### src/source/bus_arbiter.sv
/* System bus arbiter
   Registered one-hot grant, panel first, held until request drops */

`timescale 1ns/10ps
`default_nettype none

module bus_arbiter #(
	parameter int addr_w = 12,
	parameter int data_w = 16
) (
	input logic got,
	input logic clo_,
	input logic zg_cpu,	// Processor request
	input logic zg_pan,	// Panel request
	input logic [addr_w-1:0] ad_cpu,
	input logic [addr_w-1:0] ad_pan,
	input logic w_cpu,
	input logic w_pan,
	input logic [data_w-1:0] dt_cpu,
	input logic [data_w-1:0] dt_pan,
	output logic zw_cpu,
	output logic zw_pan,
	output logic bus_req,
	output logic [addr_w-1:0] bus_ad,
	output logic bus_w,
	output logic [data_w-1:0] bus_dt
);

	always_ff @(posedge got or negedge clo_) begin
		if (!clo_) begin
			zw_cpu <= 1'b0;
			zw_pan <= 1'b0;
		end else if (!zw_cpu && !zw_pan) begin
			if (zg_pan) zw_pan <= 1'b1;	// Panel has priority
			else if (zg_cpu) zw_cpu <= 1'b1;
		end else begin
			if (zw_pan && !zg_pan) zw_pan <= 1'b0;	// Release
			if (zw_cpu && !zg_cpu) zw_cpu <= 1'b0;
		end
	end

	// Granted master onto the bus
	assign bus_req = (zw_cpu && zg_cpu) || (zw_pan && zg_pan);
	assign bus_ad = zw_pan ? ad_pan : ad_cpu;
	assign bus_w = zw_pan ? w_pan : w_cpu;
	assign bus_dt = zw_pan ? dt_pan : dt_cpu;

endmodule

`default_nettype wire

### config.mk
export PLATFORM = sky130hd
export DESIGN_NAME = bus_arbiter
export DESIGN_NICKNAME = d
export VERILOG_FILES = /design/src/source/bus_arbiter.sv
export SDC_FILE = /design/constraint.sdc
export NUM_CORES = 1
export LEC_CHECK = 0
export ABC_CLOCK_PERIOD_IN_PS = 1800
export BUFFER_PORTS_ARGS = -buffer_cell sky130_fd_sc_hd__buf_2
export CORE_AREA = 2 2 47 49
export DETAILED_ROUTE_END_ITERATION = 6
export DIE_AREA = 0 0 49 51
export PLACE_DENSITY_LB_ADDON = 0.08
export SYNTH_ARGS = -nofsm -noshare
export SYNTH_HDL_FRONTEND = slang
export SYNTH_SLANG_ARGS = --single-unit
### constraint.sdc
create_clock -name got -period 1.8 [get_ports got]
set_input_delay 0.27 -clock got [delete_from_list [all_inputs] [get_ports got]]
set_output_delay 0.27 -clock got [all_outputs]
set_load 0.05 [all_outputs]
==> results.yml <==
clock_tree:
  cts.clk_slew.worst_paths_ns: 0.03
  clock_path_buffers: 2
  cts_tree: "yes"
  cts_buffers: 3
  htreeDepth: 1
  root_buffer: "clkbuf_4"
  insertion_delay_ns: 0.23
  cts_sinks: 2
critical_path:
  ff2ff_setup_slack_ns: 0.76
  ff2ff_path_depth: 3
  r2r_end: "zw_cpu$_DFFE_PN0P_"
  worstPathRequired_ns: 1.53
  cp.arrival_ns: 1.47
  start_kind: "flip-flop"
  path_class: "reg -> out"
  cp_max_fo: 10
  r2r-start: "zw_pan$_DFFE_PN0P_"
  worst_setup_path_end_kind: "output port"
logic_synthesis:
  synth.distinct_cells: 11
  synthFlopType: "dfrtp_1"
  synth_commonest_cells: "mux2_4, buf_12, dfrtp_1, mux2_2"
  synth_seq_cells: 2
  syn-num-nets: 102
  synth_top_area_share_pct: 70.4
  syn_area_sq_um: 576
  ys_seq_area_share_pct: 8.70
  synth_edf_count: 0
  ys_warn_count: 0
  synthArstFlopShare_pct: 100
  yosysMostFrequentCell: "mux2_4"
  syn_inst: 40
  synth.avg_cell_area_sq_um: 14.4
  synth.area.top_cells: "mux2_4, dfrtp_1, buf_12, mux2_2, buf_8"
  yosysTopAreaCell: "mux2_4"
floorplanning:
  die_area_sq_um: 2500
  die_y_microns: 51
  ios: 94
  initial_core_util_pct: 27.9
  core-area_sq_um: 2060
  num_rows: 17
  die_x_microns: 49
routing:
  wl_per_cell_microns: 13.1
  antenna_left: 0
  drc: 0
  wirelength_microns: 2160
  initialDrtViolationCount: 5
  met3_wirelength_microns: 227
  vias: 707
  first_pass_iters: 4
  wl_met1_microns: 745
  viasPerCell: 4.28
  route.met2.wl_microns: 1160
  routed.top_layer: "met4"
pwr:
  ir_worst_vdd_uv: 494
  p_per_area_nw_per_um2: 617
  pwr-share-seq_pct: 8.5
  power_w: 0.000667
  pwr-share-comb_pct: 74.5
  p_sw_w: 0.000346
  p_int_w: 0.000321
  leakage_nw: 0.669
  clockPowerShare_pct: 17.0
  switching_share_pct: 51.9
global_route:
  antenna_found_initial: 0
  grt-ovfl-total: 0
  track_usage_pct: 16.3
  grt_pass1_vias: 662
  grt_max_degree: 12
  grt_pass1_wl_microns: 3110
sta:
  slew_violations: 0
  rsz0062_at_grt: "no"
  fmax_mhz: 573
  clock-skew-final_ns: 0.00355
  setup_violations: 0
  final.min_clock_period_ns: 1.74
  whs_ns: 0.268
  max_slew.worst_pin.slew_ns: 0.257
  hold_viol_final: 0
  timing.setup.tns_ns: 0
  slew_headroom_pct: 83.0
  post-route-period-util_pct: 96.9
cells_and_area:
  post-route-util_pct: 52.4
  antennaDiodeCount: 0
  stdcell_count: 165
  layout-drive-gt1-share_pct: 94.2
  synthToLayoutAreaGrowth_pct: 87.8
  layout.nets: 200
job:
  max_cap_violations: 0
min_path:
  hold_depth: 2
  min_from: "zg_cpu"
  hold_end: "zw_cpu$_DFFE_PN0P_"
  hp-class: "in -> reg"
placement:
  portBuffers: 93
  dp.cells: 160
  routabilityCongestion: 0.675
  hpwl_microns: 1940
outcome:
  outcome: "completed"
[repair_timing]
item,4_1_cts,5_1_grt
hold buffers,1,0
setup buffers,0,0
resized for setup,0,3
endpoints found under the setup margin,0,15
hold endpoints to repair,2,0
[kinds of logic after synthesis]
logic type,after synthesis,synth area share [%]
AOI/OAI and AO/OA,3,4.13
buffers and inverters,5,12.2
DFF,2,8.70
muxes,29,74.3
and+or+nand+nor,1,0.652
[through the flow]
| step | worst slack (ns) | instance area (sq um) |
|---|---|---|
| 3_3_place_gp | 0.284 | 1030 |
| 2_1_floorplan | 0.129 | 576 |
| 4_1_cts | 0.0140 | 1070 |
| 5_1_grt | 0.00948 | 1080 |
| 3_5_place_dp | 0.264 | 1030 |
| 6_report | 0.0561 | 1080 |
[state kept, by name (all words and copies together), names as in the netlist]
signal  flops
zw_pan      1
zw_cpu      1
[routing by layer]
| metal | track usage, % | up-vias |
|---|---|---|
| met5 | 0 | - |
| met1 | 15.0 | 317 |
| met3 | 4.39 | 4 |
| li1 | - | 341 |
| met4 | 7.14 | 0 |
| met2 | 33.1 | 45 |
[critical path: stages, from the launching register on]
cell and delay (ns):
dfrtp_2 0.50, buf_6 0.21, mux2_4 0.32, buf_2 0.21
[layout by cell type (no fill, tap or decap)]
cell / n
o21a_1: 1
inv_1: 1
nor2_1: 1
clkbuf_4: 3
buf_2: 93
mux2_2: 2
a22o_1: 1
a21boi_0: 1
dfrtp_2: 1
clkbuf_1: 1
mux2_4: 27
dlygate4sd3_1: 1
buf_6: 3
dfrtp_1: 1
[layout make-up]
class | count | area [sq um]
Sequential cell | 2 | 51.3
Inverter | 1 | 3.75
Tap cell | 28 | 35.0
Fill cell | 203 | 982
Clock buffer | 4 | 26.3
Multi-Input combinational cell | 33 | 455
Timing Repair Buffer | 97 | 509
[power by group through the flow]
stage,logic [W],clock network [W],registers [W]
2_1_floorplan,0.000377,0,0.0000632
3_3_place_gp,0.000493,0,0.0000560
3_5_place_dp,0.000494,0,0.0000565
4_1_cts,0.000496,0.000117,0.0000561
5_1_grt,0.000515,0.000123,0.0000577
6_report,0.000497,0.000113,0.0000567
[worst max-delay path by stage]
stage | endpoint | cells after the start | start | slack [ns]
after global placement | bus_w | 3 | zw_pan$_DFFE_PN0P_ | 0.28
after floorplan | bus_req | 3 | zw_pan$_DFFE_PN0P_ | 0.13
after global routing | bus_w | 3 | zw_pan$_DFFE_PN0P_ | 0.009
after CTS | bus_w | 3 | zw_pan$_DFFE_PN0P_ | 0.01
final | bus_w | 3 | zw_pan$_DFFE_PN0P_ | 0.06
after detailed placement | bus_w | 3 | zw_pan$_DFFE_PN0P_ | 0.26
(Power assumes the default switching activity.)
