`src/source/px_cfg.svh`:
```
/* P-X configuration
   Word and bus widths, memory size and bus alarm timeout */

`ifndef PX_CFG_SVH
`define PX_CFG_SVH

// Data word width
`define WORD_W 16

// System bus address width
`define ADDR_W 12

// Words physically present, higher addresses get no OK
`define MEM_WORDS 256

// Cycles a master waits for OK before alarm
`define ALARM_CYCLES 32

`endif
```
`src/source/mera_pkg.sv`:
```
/* MERA-400 shared types
   Cycle states, opcodes and the two-view instruction word */

`default_nettype none

`include "px_cfg.svh"

package mera_pkg;

	// Timeout counter width, shared by both bus masters
	localparam int alarm_w = $clog2(`ALARM_CYCLES + 1);
	// Memory index width
	localparam int mem_aw = $clog2(`MEM_WORDS);

	typedef enum logic [2:0] {
		STOP,	// Idle, waiting for start
		P1,	// Instruction fetch
		P4,	// Decode
		WM,	// Long form memory access
		WE,	// Execute
		HALT,	// Normal stop
		ALARM	// Stopped on bus failure
	} cycle_state_t;

	typedef enum logic [3:0] {
		LW = 4'h1,	// Load accumulator
		RW = 4'h2,	// Store accumulator
		AW = 4'h3,	// Add to accumulator
		SHORT = 4'hf	// Short form group
	} opcode_t;

	typedef enum logic [3:0] {
		IRB = 4'h0,	// Increment by immediate
		HLT = 4'h1	// Halt
	} short_op_t;

	typedef union packed {
		struct packed {
			opcode_t op;
			logic [`ADDR_W-1:0] addr;	// Memory argument
		} long_f;
		struct packed {
			opcode_t op;
			short_op_t sop;
			logic [7:0] imm;	// Unsigned immediate
		} short_f;
	} instr_word_t;

endpackage

`default_nettype wire

```
`src/source/px_bus_port.sv`:
```
/* P-X system bus requester
   Latches one transfer, waits for OK, raises alarm on timeout */

`timescale 1ns/10ps
`default_nettype none

`include "px_cfg.svh"

module px_bus_port (
	input logic got,
	input logic clo_,
	input logic xfer,	// Transfer start from cycle control
	input logic [`ADDR_W-1:0] xfer_ad,
	input logic xfer_w,
	input logic [`WORD_W-1:0] xfer_dt,
	input logic zw,	// Bus granted
	input logic ok,	// Memory answer
	input logic [`WORD_W-1:0] rd_dt,
	output logic zg,	// Bus request
	output logic [`ADDR_W-1:0] ad,
	output logic w,
	output logic [`WORD_W-1:0] dt,
	output logic done,
	output logic alarm,
	output logic [`WORD_W-1:0] data	// Read data of last transfer
);

	localparam int unsigned alarm_last = `ALARM_CYCLES - 1;

	logic [mera_pkg::alarm_w-1:0] cnt;	// Cycles since request
	logic answer;

	assign answer = zg && zw && ok;	// OK counts only with our grant

	always_ff @(posedge got or negedge clo_) begin
		if (!clo_) begin
			zg <= 1'b0;
			cnt <= '0;
			done <= 1'b0;
			alarm <= 1'b0;
		end else begin
			done <= 1'b0;
			alarm <= 1'b0;
			if (!zg) begin
				if (xfer) begin
					zg <= 1'b1;
					cnt <= '0;
				end
			end else if (answer) begin
				zg <= 1'b0;
				done <= 1'b1;
			end else if (cnt == alarm_last[mera_pkg::alarm_w-1:0]) begin
				zg <= 1'b0;	// No module answered
				alarm <= 1'b1;
			end else begin
				cnt <= cnt + 1'b1;
			end
		end
	end

	always_ff @(posedge got) begin
		if (!zg && xfer) begin
			ad <= xfer_ad;
			w <= xfer_w;
			dt <= xfer_dt;
		end
		if (answer) data <= rd_dt;	// Valid with done
	end

endmodule

`default_nettype wire

```
`config.mk`:
```
export PLATFORM = sky130hd
export DESIGN_NAME = px_bus_port
export DESIGN_NICKNAME = d
export VERILOG_FILES = /design/src/source/mera_pkg.sv /design/src/source/px_bus_port.sv
export VERILOG_INCLUDE_DIRS = /design/src /design/src/source
export SDC_FILE = /design/constraint.sdc
export NUM_CORES = 1
export LEC_CHECK = 0
export ABC_AREA = 1
export BUFFER_PORTS_ARGS = -buffer_cell sky130_fd_sc_hd__buf_2
export CORE_UTILIZATION = 39
export CTS_CLUSTER_DIAMETER = 30
export DETAILED_ROUTE_END_ITERATION = 7
export GPL_ROUTABILITY_DRIVEN = 0
export GPL_TIMING_DRIVEN = 1
export PLACE_DENSITY = 0.86
export SLEW_MARGIN = 0
export SYNTH_ARGS = -nofsm -noshare
export SYNTH_HDL_FRONTEND = slang
export SYNTH_SLANG_ARGS = --single-unit
```
`constraint.sdc`:
```
create_clock -name got -period 2.3 [get_ports got]
set_input_delay 0.46 -clock got [delete_from_list [all_inputs] [get_ports got]]
set_output_delay 0.46 -clock got [all_outputs]
set_load 0.005 [all_outputs]
```
==> flow_metrics.tcl <==
set metrics [dict create \
    status "finished, violations left" \
    violations "design-rule violations" \
    ys_warn_count 0 \
    synth_fp_nets 157 \
    syn_inst 106 \
    ios 98 \
    finalHoldViolCount 0 \
    start_util 0.416 \
    power.density_mw_per_mm2 772 \
    yosysSeqAreaShare 0.852 \
    end_kind "flip-flop" \
    grt_pass1_wl_um 5210 \
    drive_gt1_frac 0.545 \
    dieWidth_um 70.9 \
    rr_startpoint "zg" \
    clock_path_buffers 2 \
    clock_skew_ns 0.00843 \
    cts.sinks 54 \
    num_rows 24 \
    drc_errors 26 \
    start_kind "flip-flop" \
    crit_path_start "zg" \
    multi_input_area_um2 224 \
    holdCritPathClass "input pin to flip-flop" \
    die_y_um 70.9 \
    fin_setup_tns_ns 0 \
    worstHoldStart "rd_dt[8]" \
    grt_max_degree 30 \
    synth_most_common_cell "edfxtp_1" \
    cts_tree "yes" \
    wl_um 3560 \
    firstDrtPassIters 6 \
    grt_pass1_vias 1135 \
    fmax_mhz 617 \
    min_period_ns 1.62 \
    synthArstFlopShare 0.167 \
    clkTransAtPathRegs_ns 0.10 \
    path_max_fanout 17 \
    r2r_setup_slack_ns 0.68 \
    worst_pin_slew_ns 0.600 \
    layout.nets 261 \
    dpl.hpwl_um 2790 \
    diodes 0 \
    post-route-period-util 0.705 \
    whs_ns 0.323 \
    rsz0062_at_grt "no" \
    placedCellCount 254 \
    yosys.area.top_type_share 0.730 \
    dr_total_vias 1199 \
    overflow 0 \
    yosysTopAreaCell "edfxtp_1" \
    slew_viol_final 0 \
    synth_edf_count 45 \
    yosys-top-cells-count "45 x edfxtp_1, 16 x nand2_1, 9 x dfrtp_1, 9 x inv_1, 6 x nand3_1" \
    vdd_drop_max_uv 340 \
    rr_worst_depth 2 \
    slew_headroom 0.599 \
    core_area_mm2 0.00444 \
    syn_avg_cell_area_um2 17.5 \
    r2r_end "data[1]" \
    whs_path_depth 1 \
    root_buffer "clkbuf_8" \
    dieArea_mm2 0.00502 \
    synth_ff_type "edfxtp_1" \
    grt_use_total 0.142 \
    via_per_inst 4.56 \
    worstSetupPathType "flip-flop to flip-flop" \
    avgRoutedWirePerCell_um 13.5 \
    numPortBuffers 97 \
    ys_types 16 \
    min_to "data[8]" \
    fin_cells 263 \
    critPathArrivalTime_ns 1.57 \
    regArea_mm2 0.00158 \
    ys_top_cells_by_area "edfxtp_1 73%, dfrtp_1 12%, nand2_1 3.2%" \
    antenna_found_initial 0 \
    cts_resized 0 \
    insertion_delay_ns 0.30 \
    drtIter0Drc 97 \
    htree_num_levels 2 \
    max-cap-violations 0 \
    crit_required_ns 2.24 \
    syn_area_mm2 0.00185 \
    area_growth_pct 35.2 \
    setup_viol 0 \
    p_leak_nw 1.10 \
    cts_made_buffers 5 \
    ant_nets 0 \
    fill_cells 360 \
    postCtsHoldBufs 1 \
    post_cts_buffers 0 \
    ys_seq_elements 54 \
]
flip-flops by register name, indices dropped and copies added (netlist names):
register and flops:
dt 16, cnt 6, done 1, w 1
data 16, zg 1, alarm 1, ad 12
final cells by class:
cell class                 instances  area share
tap                               52      0.0260
sequential                        54       0.630
clock buffer                       6      0.0330
timing repair buffer              99       0.201
clock inverter                     2     0.00650
inverter                           9      0.0135
multi-input combinational         41      0.0895
metal layers:
| metal | vias to the layer above | wire [um] | track usage |
|---|---|---|---|
| met1 | 560 | 1280 | 0.144 |
| li1 | 577 | - | - |
| met5 | - | 0 | 0 |
| met4 | 0 | 28 | 0.0533 |
| met3 | 2 | 367 | 0.0570 |
| met2 | 60 | 1880 | 0.262 |
layout by cell type, fill, tap and decap left out:
master / instances
nor2_2: 1
nand2_2: 1
inv_1: 9
buf_4: 1
buf_2: 97
o21bai_1: 1
nor3_1: 1
ha_1: 1
nand3_1: 6
clkbuf_8: 6
o21ai_2: 4
inv_6: 1
edfxtp_1: 45
nor2_1: 4
dfrtp_1: 9
nand2_1: 16
clkinvlp_4: 1
nor2_4: 1
nand3_2: 2
o21ai_0: 3
dlygate4sd3_1: 1
how the worst max path moves through the flow:
| stage | end | depth (start not counted) | slack (ns) |
|---|---|---|---|
| floorplan | ad[0] | 2 | 0.1 |
| global placement | data[9] | 2 | 0.73 |
| detailed placement | data[8] | 2 | 0.67 |
| CTS | data[1] | 2 | 0.66 |
| global route | data[1] | 2 | 0.55 |
| finish | data[1] | 2 | 0.68 |
per-stage QoR:
step            util  setup slack (ns)  power (mW)  cell area [um^2]
2_1_floorplan      -            0.0972        1.31              1850
3_3_place_gp   0.538             0.732        1.40              2390
3_5_place_dp   0.538             0.671        1.41              2390
4_1_cts        0.563             0.661        1.95              2500
5_1_grt        0.563             0.555        2.02              2500
6_report       0.563             0.679        1.93              2500
logic make-up (layout without fill, tap and decap cells):
group                      Yosys count  in the layout  share of synthesized area
DFF                                 54             54                      0.852
and+or+nand+nor                     32             32                     0.0818
buffers and inverters               11            116                     0.0284
AOI/OAI and AO/OA                    8              8                     0.0311
adders and majority gates            1              1                    0.00676
worst max-delay path: stages (launching register included):
cell     delay [ns]
dfrtp_1        0.56
nand3_1        0.21
inv_1          0.50
where the power goes:
group,internal (mW),switching [mW]
sequential,1.14,0.0438
clock,0.248,0.298
combinational,0.0956,0.110
total,1.48,0.452
Power figures use the tool's default switching activity.
