===== src/source/px_cfg.svh =====
/* P-X configuration
   Word and bus widths, memory size and bus alarm timeout */

`ifndef PX_CFG_SVH
`define PX_CFG_SVH

// Data word width
`define WORD_W 16

// System bus address width
`define ADDR_W 12

// Words physically present, higher addresses get no OK
`define MEM_WORDS 256

// Cycles a master waits for OK before alarm
`define ALARM_CYCLES 32

`endif

===== src/source/mera_pkg.sv =====
/* MERA-400 shared types
   Cycle states, opcodes and the two-view instruction word */

`default_nettype none

`include "px_cfg.svh"

package mera_pkg;

	// Timeout counter width, shared by both bus masters
	localparam int alarm_w = $clog2(`ALARM_CYCLES + 1);
	// Memory index width
	localparam int mem_aw = $clog2(`MEM_WORDS);

	typedef enum logic [2:0] {
		STOP,	// Idle, waiting for start
		P1,	// Instruction fetch
		P4,	// Decode
		WM,	// Long form memory access
		WE,	// Execute
		HALT,	// Normal stop
		ALARM	// Stopped on bus failure
	} cycle_state_t;

	typedef enum logic [3:0] {
		LW = 4'h1,	// Load accumulator
		RW = 4'h2,	// Store accumulator
		AW = 4'h3,	// Add to accumulator
		SHORT = 4'hf	// Short form group
	} opcode_t;

	typedef enum logic [3:0] {
		IRB = 4'h0,	// Increment by immediate
		HLT = 4'h1	// Halt
	} short_op_t;

	typedef union packed {
		struct packed {
			opcode_t op;
			logic [`ADDR_W-1:0] addr;	// Memory argument
		} long_f;
		struct packed {
			opcode_t op;
			short_op_t sop;
			logic [7:0] imm;	// Unsigned immediate
		} short_f;
	} instr_word_t;

endpackage

`default_nettype wire


===== src/source/bus_mem.sv =====
/* System bus memory module
   MEM_WORDS words, one OK per request, silent above its range */

`timescale 1ns/10ps
`default_nettype none

`include "px_cfg.svh"

module bus_mem (
	input logic got,
	input logic clo_,
	input logic bus_req,	// Granted request
	input logic [`ADDR_W-1:0] bus_ad,
	input logic bus_w,
	input logic [`WORD_W-1:0] bus_dt,
	output logic ok,
	output logic [`WORD_W-1:0] rd_dt
);

	logic [`WORD_W-1:0] mem [`MEM_WORDS];
	logic answered;	// Request already served
	logic hit;
	logic [mera_pkg::mem_aw-1:0] idx;

	assign idx = bus_ad[mera_pkg::mem_aw-1:0];
	assign hit = bus_req && !answered && (bus_ad < `ADDR_W'(`MEM_WORDS));

	always_ff @(posedge got or negedge clo_) begin
		if (!clo_) begin
			ok <= 1'b0;
			answered <= 1'b0;
		end else begin
			ok <= 1'b0;	// Single cycle pulse
			if (!bus_req) begin
				answered <= 1'b0;	// Ready for next request
			end else if (hit) begin
				ok <= 1'b1;
				answered <= 1'b1;
			end
		end
	end

	// Array access, read data lands with ok
	always_ff @(posedge got) begin
		if (hit) begin
			if (bus_w) mem[idx] <= bus_dt;
			else rd_dt <= mem[idx];
		end
	end

endmodule

`default_nettype wire


===== config.mk =====
export PLATFORM = sky130hd
export DESIGN_NAME = bus_mem
export DESIGN_NICKNAME = d
export VERILOG_FILES = /design/src/source/mera_pkg.sv /design/src/source/bus_mem.sv
export VERILOG_INCLUDE_DIRS = /design/src /design/src/source
export SDC_FILE = /design/constraint.sdc
export NUM_CORES = 2
export LEC_CHECK = 0
export BUFFER_PORTS_ARGS = -buffer_cell sky130_fd_sc_hd__buf_2
export CELL_PAD_IN_SITES_DETAIL_PLACEMENT = 1
export CELL_PAD_IN_SITES_GLOBAL_PLACEMENT = 1
export CORE_MARGIN = 2
export CORE_UTILIZATION = 57
export DETAILED_ROUTE_END_ITERATION = 7
export MAX_ROUTING_LAYER = met4
export PLACE_DENSITY = 0.75
export SYNTH_ARGS = -nofsm -noshare
export SYNTH_HDL_FRONTEND = slang
export SYNTH_SLANG_ARGS = --single-unit

===== constraint.sdc =====
create_clock -name got -period 3.8 [get_ports got]
set_clock_uncertainty 0.1 [all_clocks]
set_input_delay 0.57 -clock got [delete_from_list [all_inputs] [get_ports got]]
set_output_delay 0.57 -clock got [all_outputs]
set_load 0.05 [all_outputs]

==> impl_metrics.yaml <==
critical_path:
  path_max_fanout: 25
  path_cells: "buf_12, buf_12, buf_12, mux4_2, a22oi_1, a21oi_1, o41ai_2, nand4_1"
  critPathArrivalTime_ns: 4.26
  cpPeakStageDelay_ns: 1.27
  worstSetupPathType: "primary input to flop"
  crit_path_start_kind: "primary input"
  end_kind: "flop"
  critical_path_required_ns: 4.34
  cp_slowest_cell: "o41ai_2"
  cpMostUsedCell: "buf_12"
pwr:
  vdd_drop_max_uv: 427
  power_density_mw_per_mm2: 527
  switching_share: 0.216
  switchingPower_mw: 20.6
  leakage_nw: 56.6
  comb_power_share: 0.048
  power.internal_mw: 74.7
  p_clk_frac: 0.428
  seq_power_share: 0.524
status:
  violations: "capacitance limit, slew limit"
  status: "finished with violations"
clocking:
  cts_htree_levels: 5
  clkSinkCount: 4114
  cts_buffer_depth: 4
  root_buffer: "clkbuf_16"
  cts_tree: "yes"
  clk_pin_slew_worst_paths_ns: 0.06
  cts_buffers: 402
  clk_latency_ns: 0.98
yosys:
  synth_fp_nets: 6741
  synth_top_cell_area_share: 0.795
  ys_seq_elements: 4114
  synth.yosys.seq_area_share: 0.795
  ys_warn_count: 0
  syn_area_mm2: 0.155
  synthCells: 6709
  synth_area_per_cell_um2: 23.2
  yosys.area.top_type: "edfxtp_1"
  yosys-top-cells-area: "edfxtp_1 79%, mux4_2 15%, a22oi_1 2.5%, a21oi_1 0.82%, clkbuf_1 0.66%"
  synth.distinct_cells: 25
timing:
  clock.fmax_mhz: 268
  fin_crit_sh: 0.981
  fin_crit_ns: 3.73
  layout_setup_ws_ns: 0.0740
  worstMarginPinSlew_ns: 1.63
  rsz0062_at_grt: "no"
  setup_viol: 0
  hold_violations: 0
  hold_slack_ns: 0.0238
  relSlewSlack: -0.0859
  finalMaxSlewViolations: 113
die:
  initial_core_util: 0.573
  chipWidth_um: 526
  num_rows: 191
  die_y_um: 526
  coreArea_mm2: 0.271
  die-area_mm2: 0.277
  io-pin-count: 49
route:
  route.detailed.drc: 0
  postRouteAntennaNets: 0
  dr.pass1.iters: 6
  vias: 80480
  vias_per_cell: 7.03
  wl_mm: 462
  wl_per_cell_um: 40.4
  drt_iter0_markers: 12705
finish:
  final_cells: 11446
  drive_gt1_frac: 0.314
  stdcell_area_mm2: 0.181
  nets: 7549
  syn_to_final_growth_pct: 16.5
grt:
  grt_overflow: 0
  grtUsageTotal: 0.347
  grt_pass1_wl_mm: 653
  grt_max_degree: 140
  antenna_found_initial: 28
  grt_pass1_vias: 83043
placement:
  dpl_cell_area_mm2: 0.167
  portBuffers: 48
  hpwl_mm: 272
  pre_cts_slack_ns: -0.951
  dp.cells: 10673
  globalplace.congestion: 0.880
hold_path:
  hold_path.class: "primary input to flop"
flow_run:
  max_cap_viol_count: 1
[per-stage QoR]
| stage | power (mW) | utilization | TNS [ns] |
|---|---|---|---|
| after floorplan | 52.9 | - | 0 |
| after global placement | 55.2 | 0.618 | -6.88 |
| after detailed placement | 55.3 | 0.618 | -6.92 |
| after CTS | 95.5 | 0.667 | 0 |
| after global routing | 97.1 | 0.668 | 0 |
| final | 95.3 | 0.668 | 0 |
[registers in the layout (all words and copies together), names as in the netlist]
signal / count
mem: 4096
answered: 1
rd_dt: 16
ok: 1
[kinds of logic after synthesis]
family / count (synthesis) / synth area share
AND/OR/NAND/NOR: 326 / 0.00861
multiplexers: 1024 / 0.148
buffers and inverters: 412 / 0.0110
flip-flops: 4114 / 0.795
AO/OA/AOI/OAI: 833 / 0.0367
[critical path: cells and delay by family]
kind	cells	cell delay [ns]
compound gates	3	2.08
simple gates	1	0.22
buf+inv	3	0.72
mux	1	0.55
[repair_timing]
item / 4_1_cts / 5_1_grt
setup endpoints to repair: 0 / 1
endpoints found under the hold margin: 63 / 0
gates resized for setup: 0 / 1
hold buffers: 10 / 0
setup buffers: 0 / 0
[layer usage]
layer / GRT usage / vias up / part of all wire
li1: - / 30627 / -
met2: 0.532 / 5930 / 0.48
met1: 0.464 / 42899 / 0.35
met4: 0.144 / 0 / 0.049
met3: 0.0681 / 1024 / 0.11
met5: - / - / 0
[cell usage in the layout (no fill, tap or decap), types with 7 or more instances in the layout]
cell,instances
a21oi_1,256
a22oi_1,512
buf_12,236
buf_2,30
buf_4,523
buf_8,17
bufinv_16,52
clkbuf_1,62
clkbuf_16,407
clkinv_1,99
clkinv_16,7
clkinv_2,58
clkinvlp_4,22
diode_2,34
dlygate4sd3_1,10
edfxtp_1,4112
inv_6,7
mux4_2,1024
nand2_1,12
nand2_2,16
nand4_1,16
nor2_1,252
o41ai_1,36
o41ai_2,28
[worst paths after layout]
| kind | slack (ns) | end | from | cells after the start |
|---|---|---|---|---|
| max | 0.07 | rd_dt[4]$_DFFE_PP_ | bus_ad[0] | 8 |
| min | 0.02 | mem[68][4]$_DFFE_PP_ | bus_dt[4] | 1 |
| max reg2reg | 0.24 | rd_dt[4]$_DFFE_PP_ | mem[77][4]$_DFFE_PP_ | 5 |
| min reg2reg | 0.40 | answered$_DFFE_PN0P_ | answered$_DFFE_PN0P_ | 1 |
| max in group asynchronous | 3.06 | answered$_DFFE_PN0P_ | clo_ | 3 |
| min in group asynchronous | 0.41 | ok$_DFF_PN0_ | clo_ | 3 |
[power by group through the flow]
stage / Clock [mW] / Sequential [mW] / Combinational [mW]
after floorplan: 0 / 50.9 / 2.04
after global placement: 0 / 50.9 / 4.28
after detailed placement: 0 / 50.9 / 4.46
after CTS: 41.1 / 49.9 / 4.53
after global routing: 42.5 / 49.9 / 4.72
final: 40.8 / 49.9 / 4.58
[synthesized netlist by cell type]
| cell type | instances |
|---|---|
| a21o_1 | 1 |
| a21oi_1 | 256 |
| a22oi_1 | 512 |
| and2_1 | 2 |
| and4_1 | 1 |
| and4b_1 | 2 |
| and4bb_2 | 1 |
| buf_1 | 31 |
| buf_2 | 98 |
| buf_4 | 11 |
| clkbuf_1 | 272 |
| dfrtp_1 | 2 |
| edfxtp_1 | 4112 |
| mux4_2 | 1024 |
| nand2_1 | 29 |
| nand2b_1 | 2 |
| nand3_1 | 4 |
| nand4_1 | 16 |
| nor2_1 | 259 |
| nor2b_1 | 6 |
| nor3_2 | 1 |
| nor4_1 | 1 |
| o41ai_1 | 64 |
| or2_2 | 1 |
| or4b_1 | 1 |
[final cells by class]
cell class,instances,area (um^2)
clock buffers,469,10400
multi-input cells,2183,30400
repair buffers,816,9160
flip-flops and latches,4114,124000
diodes,34,85.1
clock inverters,260,2870
fillers,20962,90100
well taps,3570,4470
Power figures use the tool's default switching activity.
