**src/source/px_cfg.svh**
```systemverilog
/* P-X configuration
   Word and bus widths, memory size and bus alarm timeout */

`ifndef PX_CFG_SVH
`define PX_CFG_SVH

// Data word width
`define WORD_W 16

// System bus address width
`define ADDR_W 12

// Words physically present, higher addresses get no OK
`define MEM_WORDS 256

// Cycles a master waits for OK before alarm
`define ALARM_CYCLES 32

`endif
```
**src/source/mera_pkg.sv**
```systemverilog
/* MERA-400 shared types
   Cycle states, opcodes and the two-view instruction word */

`default_nettype none

`include "px_cfg.svh"

package mera_pkg;

	// Timeout counter width, shared by both bus masters
	localparam int alarm_w = $clog2(`ALARM_CYCLES + 1);
	// Memory index width
	localparam int mem_aw = $clog2(`MEM_WORDS);

	typedef enum logic [2:0] {
		STOP,	// Idle, waiting for start
		P1,	// Instruction fetch
		P4,	// Decode
		WM,	// Long form memory access
		WE,	// Execute
		HALT,	// Normal stop
		ALARM	// Stopped on bus failure
	} cycle_state_t;

	typedef enum logic [3:0] {
		LW = 4'h1,	// Load accumulator
		RW = 4'h2,	// Store accumulator
		AW = 4'h3,	// Add to accumulator
		SHORT = 4'hf	// Short form group
	} opcode_t;

	typedef enum logic [3:0] {
		IRB = 4'h0,	// Increment by immediate
		HLT = 4'h1	// Halt
	} short_op_t;

	typedef union packed {
		struct packed {
			opcode_t op;
			logic [`ADDR_W-1:0] addr;	// Memory argument
		} long_f;
		struct packed {
			opcode_t op;
			short_op_t sop;
			logic [7:0] imm;	// Unsigned immediate
		} short_f;
	} instr_word_t;

endpackage

`default_nettype wire

```
**src/source/px_cycle.sv**
```systemverilog
/* P-X instruction cycle control
   Steps fetch, decode, argument and execute states; holds AC and IC */

`timescale 1ns/10ps
`default_nettype none

`include "px_cfg.svh"

module px_cycle (
	input logic got,
	input logic clo_,
	input logic start,	// Leave STOP
	input logic done,	// Bus transfer finished
	input logic alarm,	// Bus transfer timed out
	input logic [`WORD_W-1:0] rd_dt,	// Data from last transfer
	output logic xfer,	// Start bus transfer
	output logic [`ADDR_W-1:0] xfer_ad,
	output logic xfer_w,
	output logic [`WORD_W-1:0] xfer_dt,
	output logic [`WORD_W-1:0] acc,
	output logic [`ADDR_W-1:0] ic,
	output logic halted,
	output logic awaria
);

	mera_pkg::cycle_state_t state;
	mera_pkg::instr_word_t ir;	// Instruction register
	logic long_form;
	logic is_hlt;
	logic is_irb;

	// Opcode picks the view of the word
	assign long_form = (ir.long_f.op == mera_pkg::LW) ||
		(ir.long_f.op == mera_pkg::RW) ||
		(ir.long_f.op == mera_pkg::AW);
	assign is_hlt = (ir.short_f.op == mera_pkg::SHORT) && (ir.short_f.sop == mera_pkg::HLT);
	assign is_irb = (ir.short_f.op == mera_pkg::SHORT) && (ir.short_f.sop == mera_pkg::IRB);

	assign halted = (state == mera_pkg::HALT);
	assign awaria = (state == mera_pkg::ALARM);

	always_ff @(posedge got or negedge clo_) begin
		if (!clo_) begin
			state <= mera_pkg::STOP;
			xfer <= 1'b0;
			acc <= '0;
			ic <= '0;
		end else begin
			xfer <= 1'b0;	// One cycle pulse
			unique case (state)
				mera_pkg::STOP: begin
					if (start) begin
						state <= mera_pkg::P1;
						xfer <= 1'b1;	// First fetch
					end
				end
				mera_pkg::P1: begin
					if (alarm) begin
						state <= mera_pkg::ALARM;
					end else if (done) begin
						state <= mera_pkg::P4;
						ic <= ic + 1'b1;	// Wraps at ADDR_W
					end
				end
				mera_pkg::P4: begin
					if (long_form) begin
						state <= mera_pkg::WM;
						xfer <= 1'b1;	// Argument access
					end else begin
						state <= mera_pkg::WE;
					end
				end
				mera_pkg::WM: begin
					if (alarm) state <= mera_pkg::ALARM;
					else if (done) state <= mera_pkg::WE;
				end
				mera_pkg::WE: begin
					// rd_dt still holds the WM read
					if (ir.long_f.op == mera_pkg::LW) acc <= rd_dt;
					else if (ir.long_f.op == mera_pkg::AW) acc <= acc + rd_dt;
					else if (is_irb) acc <= acc + {{(`WORD_W - 8){1'b0}}, ir.short_f.imm};
					if (is_hlt) begin
						state <= mera_pkg::HALT;
					end else begin
						state <= mera_pkg::P1;
						xfer <= 1'b1;	// Next fetch
					end
				end
				mera_pkg::HALT, mera_pkg::ALARM: ;	// Held until reset
				default: state <= mera_pkg::ALARM;
			endcase
		end
	end

	// Instruction and transfer payload
	always_ff @(posedge got) begin
		if (state == mera_pkg::P1 && done) ir <= rd_dt;
		if ((state == mera_pkg::STOP && start) || state == mera_pkg::WE) begin
			xfer_ad <= ic;	// Fetch address
			xfer_w <= 1'b0;
		end
		if (state == mera_pkg::P4) begin
			xfer_ad <= ir.long_f.addr;
			xfer_w <= (ir.long_f.op == mera_pkg::RW);	// Store writes
			xfer_dt <= acc;
		end
	end

endmodule

`default_nettype wire

```
**config.mk**
```make
export PLATFORM = sky130hd
export DESIGN_NAME = px_cycle
export DESIGN_NICKNAME = d
export VERILOG_FILES = /design/src/source/mera_pkg.sv /design/src/source/px_cycle.sv
export VERILOG_INCLUDE_DIRS = /design/src /design/src/source
export SDC_FILE = /design/constraint.sdc
export NUM_CORES = 1
export LEC_CHECK = 0
export ABC_AREA = 1
export BUFFER_PORTS_ARGS = -buffer_cell sky130_fd_sc_hd__buf_2
export CORE_ASPECT_RATIO = 1.75
export CORE_MARGIN = 4
export CORE_UTILIZATION = 60
export DETAILED_ROUTE_END_ITERATION = 7
export PLACE_DENSITY = 0.95
export SLEW_MARGIN = 20
export SYNTH_ARGS = -nofsm -noshare
export SYNTH_HDL_FRONTEND = slang
export SYNTH_SLANG_ARGS = --single-unit
export TNS_END_PERCENT = 30
```
**constraint.sdc**
```tcl
create_clock -name got -period 3.73 [get_ports got]
set_input_delay 0.746 -clock got [delete_from_list [all_inputs] [get_ports got]]
set_output_delay 0.746 -clock got [all_outputs]
set_load 0.005 [all_outputs]
```
==> results of run 1 <==
==> sequential cells by signal, summed over array words and instances (netlist names) <==
signal	count
xfer_ad	12
xfer_w	1
ir	16
acc	16
state	3
xfer	1
xfer_dt	16
ic	12
==> metrics by stage <==
| step | cells | total power (uW) | setup WS [ns] |
|---|---|---|---|
| 2_1_floorplan | 504 | 2430 | 1.29 |
| 3_3_place_gp | 661 | 2870 | 0.908 |
| 3_5_place_dp | 661 | 2980 | 0.727 |
| 4_1_cts | 677 | 4090 | 0.660 |
| 5_1_grt | 677 | 4360 | 0.316 |
| 6_report | 677 | 4130 | 0.575 |
==> worst max path at each step <==
stage                      from                  end  slack, ns
2_1_floorplan  ir[13]$_DFFE_PP_   acc[8]$_DFFE_PN0P_       1.29
5_1_grt        ir[13]$_DFFE_PP_  acc[14]$_DFFE_PN0P_       0.32
3_5_place_dp   ir[13]$_DFFE_PP_   acc[8]$_DFFE_PN0P_       0.73
6_report       ir[13]$_DFFE_PP_   acc[8]$_DFFE_PN0P_       0.57
4_1_cts        ir[13]$_DFFE_PP_   acc[8]$_DFFE_PN0P_       0.66
3_3_place_gp   ir[13]$_DFFE_PP_   acc[8]$_DFFE_PN0P_       0.91
==> synth_stat cells, types with 4 or more instances <==
master	instances	area (sq um)
nand2_1	175	657
inv_1	67	251
edfxtp_1	45	1350
nand3_1	40	200
dfrtp_1	32	801
nor2_1	31	116
o21ai_0	18	90.1
ha_1	17	213
a21oi_1	15	75.1
xor2_1	10	87.6
nor3_1	6	30.0
clkbuf_1	5	18.8
buf_2	4	20.0
o211ai_1	4	30.0
or2_2	4	25.0
==> power breakdown <==
part	internal (uW)	switching, uW
registers	1260	218
logic	581	999
clock network	740	331
total	2580	1550
==> layout make-up <==
class / instances / area, sq um
fill: 431 / 1790
clock inverter: 4 / 120
tap: 84 / 105
sequential: 77 / 2150
multi-input combinational: 348 / 1770
clock buffer: 12 / 246
inverter: 69 / 259
timing repair buffer: 83 / 423
==> logic make-up after synthesis <==
| group | after synthesis | synth area share, % |
|---|---|---|
| xor gates and xnor gates | 13 | 2.70 |
| and+or+nand+nor | 272 | 27.5 |
| DFF | 77 | 51.0 |
| adders and majority gates | 18 | 5.51 |
| muxes | 2 | 0.534 |
| AOI/OAI and AO/OA | 43 | 5.51 |
| buffers and inverters | 79 | 7.23 |
==> worst register-to-register path: cells and delay by family, from the launching register on <==
| family | cells | cell delay [ns] |
|---|---|---|
| flip-flops | 1 | 0.44 |
| adder cells (fa/ha/maj) | 1 | 0.31 |
| buffers and inverters | 1 | 0.24 |
| AND/OR/NAND/NOR | 9 | 1.48 |
| multiplexers | 1 | 0.40 |
| XOR/XNOR | 1 | 0.17 |
==> per-layer routing <==
| metal | wire length, um | up-vias | global-route usage, % |
|---|---|---|---|
| li1 | - | 1784 | - |
| met1 | 3960 | 1791 | 30.3 |
| met2 | 6280 | 265 | 51.4 |
| met3 | 801 | 59 | 5.57 |
| met4 | 663 | 0 | 17.9 |
| met5 | 0 | - | 0 |
==> results.ini, run 1 <==
[finish]
nets = 627
fin_area_sq_um = 5070
finish.utilization_pct = 74.0
layout-drive-gt1-share_pct = 19.2
area_delta_synth_final_pct = 20.2
diodes = 0
layout_commonest_cell = nand2_1
final_cell_mix = nand2_1 (175), buf_2 (80), inv_1 (67)

[floorplan]
die_width_um = 71.4
rows = 40
die_area_sq_um = 8490
io_pins = 81
chipHeight_um = 119
start_util_pct = 61.6
core_area_sq_um = 6860

[timing]
setup_viol = 0
rsz0062_at_grt = false
finalHoldViolations = 0
period_minus_slack_ns = 3.16
post-route-period-util_pct = 84.6
worst_pin_slew_ns = 0.815
fin_tns_setup_ns = 0
max_freq_mhz = 317
fin_skew_ns = 0.00487
finalMaxSlewViolations = 0
max_slew_margin_pct = 45.7
finalHoldWorstSlack_ns = 0.503

[global_routing]
grt_pass1_wl_mm = 18.9
grt_start_max_net_pins = 39
first_global_vias = 3972
grt_overflow = 0
track_usage_pct = 28.9
antenna_found_initial = 0

[critical_path]
crit_buf_inv = 1
r2r_setup_slack_ns = 0.57
cp_common_cell = nand2_1
max_stage_delay_ns = 0.48
path_cells = nand2_1 -> clkinv_1 -> nand2_1 -> mux2_2 -> ha_1 -> or2_2 -> and2_1 -> nand2_1 -> nand2_1 -> xnor2_1 -> nand2_1 -> nand2_1 -> nand2_1
cp-end-kind = flip-flop
path_max_fanout = 15
startpoint_type = flip-flop
regToRegStartpoint = ir[13]$_DFFE_PP_
crit_family = simple AND/OR/NAND/NOR gates
cp_data_arrival_time_ns = 3.38
ff2ff_path_depth = 13
slowest_stage = nand2_1
regToRegEndpoint = acc[8]$_DFFE_PN0P_
path_depth = 13
required_ns = 3.96
crit_type = flip-flop to flip-flop

[clock_tree]
htreeDepth = 3
clock-root-buffer = clkbuf_16
clk_path_buf_depth = 2
clk_latency_ns = 0.34
cts_tree = built
postCtsHoldBufs = 0
postCtsSetupRepairBufs = 0
cts_resized = 0
cts_made_buffers = 9
clk_pin_slew_ns = 0.06
cts.sinks = 77

[placed_design]
place.detailed.hpwl_mm = 7.99
globalplace.congestion = 0.940
portBuffers = 80
dpl_cell_area_sq_um = 4700

[yosys]
synthesis.area_sq_um = 4220
synth-edff-count = 45
synth_ff_type = edfxtp_1
syn_nets = 543
ys_warn_count = 0
synthDistinctLibCells = 33
seq_area_frac_synth_pct = 51.0
async_flop_share_pct = 41.6
syn_inst = 504
synth_seq_cells = 77
synth.avg_cell_area_sq_um = 8.37

[routing]
drc = 0
first_iter_violations = 350
vias = 3899
wl_per_cell_um = 17.3
finalWirelength_mm = 11.7
drt_pass1_iterations = 5
viasPerCell = 5.76
detail-route-antenna-nets = 0

[run]
maxCapViolations = 0

[power]
pwr_density_cell_nw_per_um2 = 814
power_leakage_uw = 0.00261
ir_drop_uv = 407

[min_path]
hold_class = primary input to asynchronous set/reset pin

[run_status]
status = finished, final reports clean

(Power assumes the default switching activity.)
==> inputs of run 2 (changes only) <==
Settings changed: CORE_UTILIZATION 60 to 56, PLACE_DENSITY 0.95 to 0.92.
Clock period 3.73 ns to 3.1 ns, I/O delays scaled along.
==> results.ini, run 2 (synthesized netlist as in run 1, its figures left out) <==
[finish]
layout-drive-gt1-share_pct = 19.3  ; +0.10 points
finish.utilization_pct = 68.7  ; -5.2 points
layout_commonest_cell = nand2_1
nets = 629  ; +0.32%
fillers = 553  ; +28%
reg.largest.list = acc x16, ir x16, xfer_dt x16
diodes = 0  ; unchanged
area_delta_synth_final_pct = 18.6
final-instance-count-excl-fill = 681  ; +0.59%
final_cell_mix = nand2_1 (175), buf_2 (80), inv_1 (67)
fin_area_sq_um = 5010  ; -1.3%

[global_routing]
first_global_vias = 3764  ; -5.2%
track_usage_pct = 25.1  ; -3.8 points
grt_pass1_wl_mm = 17.3  ; -8.5%
grt_overflow = 0  ; unchanged
grt_start_max_net_pins = 38  ; -2.6%
antenna_found_initial = 0  ; unchanged

[power]
power_leakage_uw = 0.00258  ; -1.2%
pwr_density_cell_nw_per_um2 = 922  ; +13%
ir_drop_uv = 482  ; +18%

[clock_tree]
cts_tree = built
clk_pin_slew_ns = 0.06  ; about the same
postCtsHoldBufs = 0  ; unchanged
htreeDepth = 3  ; unchanged
clk_path_buf_depth = 2  ; unchanged
cts.sinks = 77  ; unchanged
clk_latency_ns = 0.34  ; about the same
cts_made_buffers = 9  ; unchanged
postCtsSetupRepairBufs = 0  ; unchanged
cts_resized = 0  ; unchanged
clock-root-buffer = clkbuf_16

[floorplan]
chipHeight_um = 123  ; +3.3%
die_width_um = 73.6  ; +3.1%
start_util_pct = 57.9  ; -3.6 points
io_pins = 81  ; unchanged
die_area_sq_um = 9040  ; +6.5%
rows = 41  ; +2.5%
core_area_sq_um = 7280  ; +6.2%

[timing]
rsz0062_at_grt = false
max_freq_mhz = 366  ; +15%
fin_skew_ns = 0.00462  ; -0.000256 ns
fin_tns_setup_ns = 0  ; unchanged
finalMaxSlewViolations = 0  ; unchanged
finalHoldViolations = 0  ; unchanged
max_slew_margin_pct = 44.0  ; -1.6 points
post-route-period-util_pct = 88.2  ; +3.6 points
period_minus_slack_ns = 2.73  ; -0.421 ns
setup_viol = 0  ; unchanged
worst_pin_slew_ns = 0.839  ; +0.0247 ns
finalHoldWorstSlack_ns = 0.372  ; -0.131 ns

[placed_design]
globalplace.congestion = 0.919  ; -2.2%
dpl_cell_area_sq_um = 4720  ; +0.37%
place.detailed.hpwl_mm = 8.08  ; +1.1%
portBuffers = 80  ; unchanged
dp_cells = 665  ; +0.61%

[critical_path]
path_max_fanout = 9  ; -6
path_cells = nand2_1 -> clkinv_1 -> nand2_1 -> mux2_2 -> ha_1 -> or2_2 -> and2_1 -> nand3_1 -> nand3_1 -> nand2_1 -> nand3_1 -> nand2_1 -> nand2_1
cp_data_arrival_time_ns = 2.96  ; -0.42 ns
startpoint_type = flip-flop
ff2ff_path_depth = 13  ; unchanged
required_ns = 3.33  ; -0.63 ns
max_stage_delay_ns = 0.42  ; -0.06 ns
cp_common_cell = nand2_1
crit_type = flip-flop to flip-flop
cp-end-kind = flip-flop
slowest_stage = edfxtp_1

[routing]
vias = 3801  ; -2.5%
wl_per_cell_um = 15.9  ; -8.2%
drc = 0  ; unchanged
drt_pass1_iterations = 5  ; unchanged
finalWirelength_mm = 10.8  ; -7.7%
viasPerCell = 5.58  ; -3.1%
detail-route-antenna-nets = 0  ; unchanged
first_iter_violations = 347  ; -0.86%

[run_status]
status = finished, final reports clean

[run]
maxCapViolations = 0  ; unchanged

[min_path]
hold_class = primary input to asynchronous set/reset pin

==> run 2: cell types whose count changed in the layout (fill, tap and decap cells not counted), sizes merged <==
cell | previous run | this run
buf | 83 | 85
bufinv | 4 | 1
clkbuf | 12 | 11
clkinv | 1 | 4
clkinvlp | 0 | 1
==> run 2: metrics by stage <==
| stage | setup WS [ns] | total power [uW] |
|---|---|---|
| CTS | 0.399 | 4610 |
| floorplan | 0.657 | 2920 |
| finish | 0.365 | 4620 |
| global placement | 0.603 | 3480 |
| detailed placement | 0.438 | 3580 |
| global route | 0.149 | 4950 |
==> run 2: final timing paths <==
path / endpoint / start / slack (ns)
worst min-delay path: acc[2]$_DFFE_PN0P_ / clo_ / 0.37
worst min register to register: xfer_dt[10]$_DFFE_PP_ / acc[10]$_DFFE_PN0P_ / 0.50
min in group got: ir[10]$_DFFE_PP_ / rd_dt[10] / 0.47
max in group asynchronous: acc[1]$_DFFE_PN0P_ / clo_ / 2.18
worst max-delay path: acc[12]$_DFFE_PN0P_ / ir[13]$_DFFE_PP_ / 0.37
worst max register to register: acc[12]$_DFFE_PN0P_ / ir[13]$_DFFE_PP_ / 0.37
==> run 2: worst max-delay path, delay by kind of cell (launching register included) <==
kind	cells	cell delay, ns
muxes	1	0.37
DFF	1	0.42
and+or+nand+nor	10	1.28
adders and majority gates	1	0.32
buffers and inverters	1	0.23
==> run 2: power breakdown <==
group | internal [uW] | switching, uW | total, uW
logic | 700 | 1130 | 1830
registers | 1520 | 252 | 1770
clock network | 618 | 402 | 1020
==> run 2: routing by layer <==
| layer | up-vias | track usage (%) | wire length, um | share of wire, % |
|---|---|---|---|---|
| met3 | 48 | 5.57 | 792 | 7.3 |
| met1 | 1759 | 26.3 | 3760 | 35 |
| met2 | 199 | 45.0 | 5790 | 54 |
| met5 | - | 0 | 0 | 0 |
| li1 | 1795 | - | - | - |
| met4 | 0 | 13.8 | 462 | 4.3 |
==> run 2: cell type report <==
class | instances | area (sq um) | area share, %
flip-flops and latches | 77 | 2150 | 43.0
multi-input cells | 348 | 1770 | 35.3
repair buffers | 85 | 438 | 8.75
inverters | 69 | 259 | 5.17
clock buffers | 11 | 233 | 4.65
well taps | 86 | 108 | 2.15
clock inverters | 5 | 51.3 | 1.02
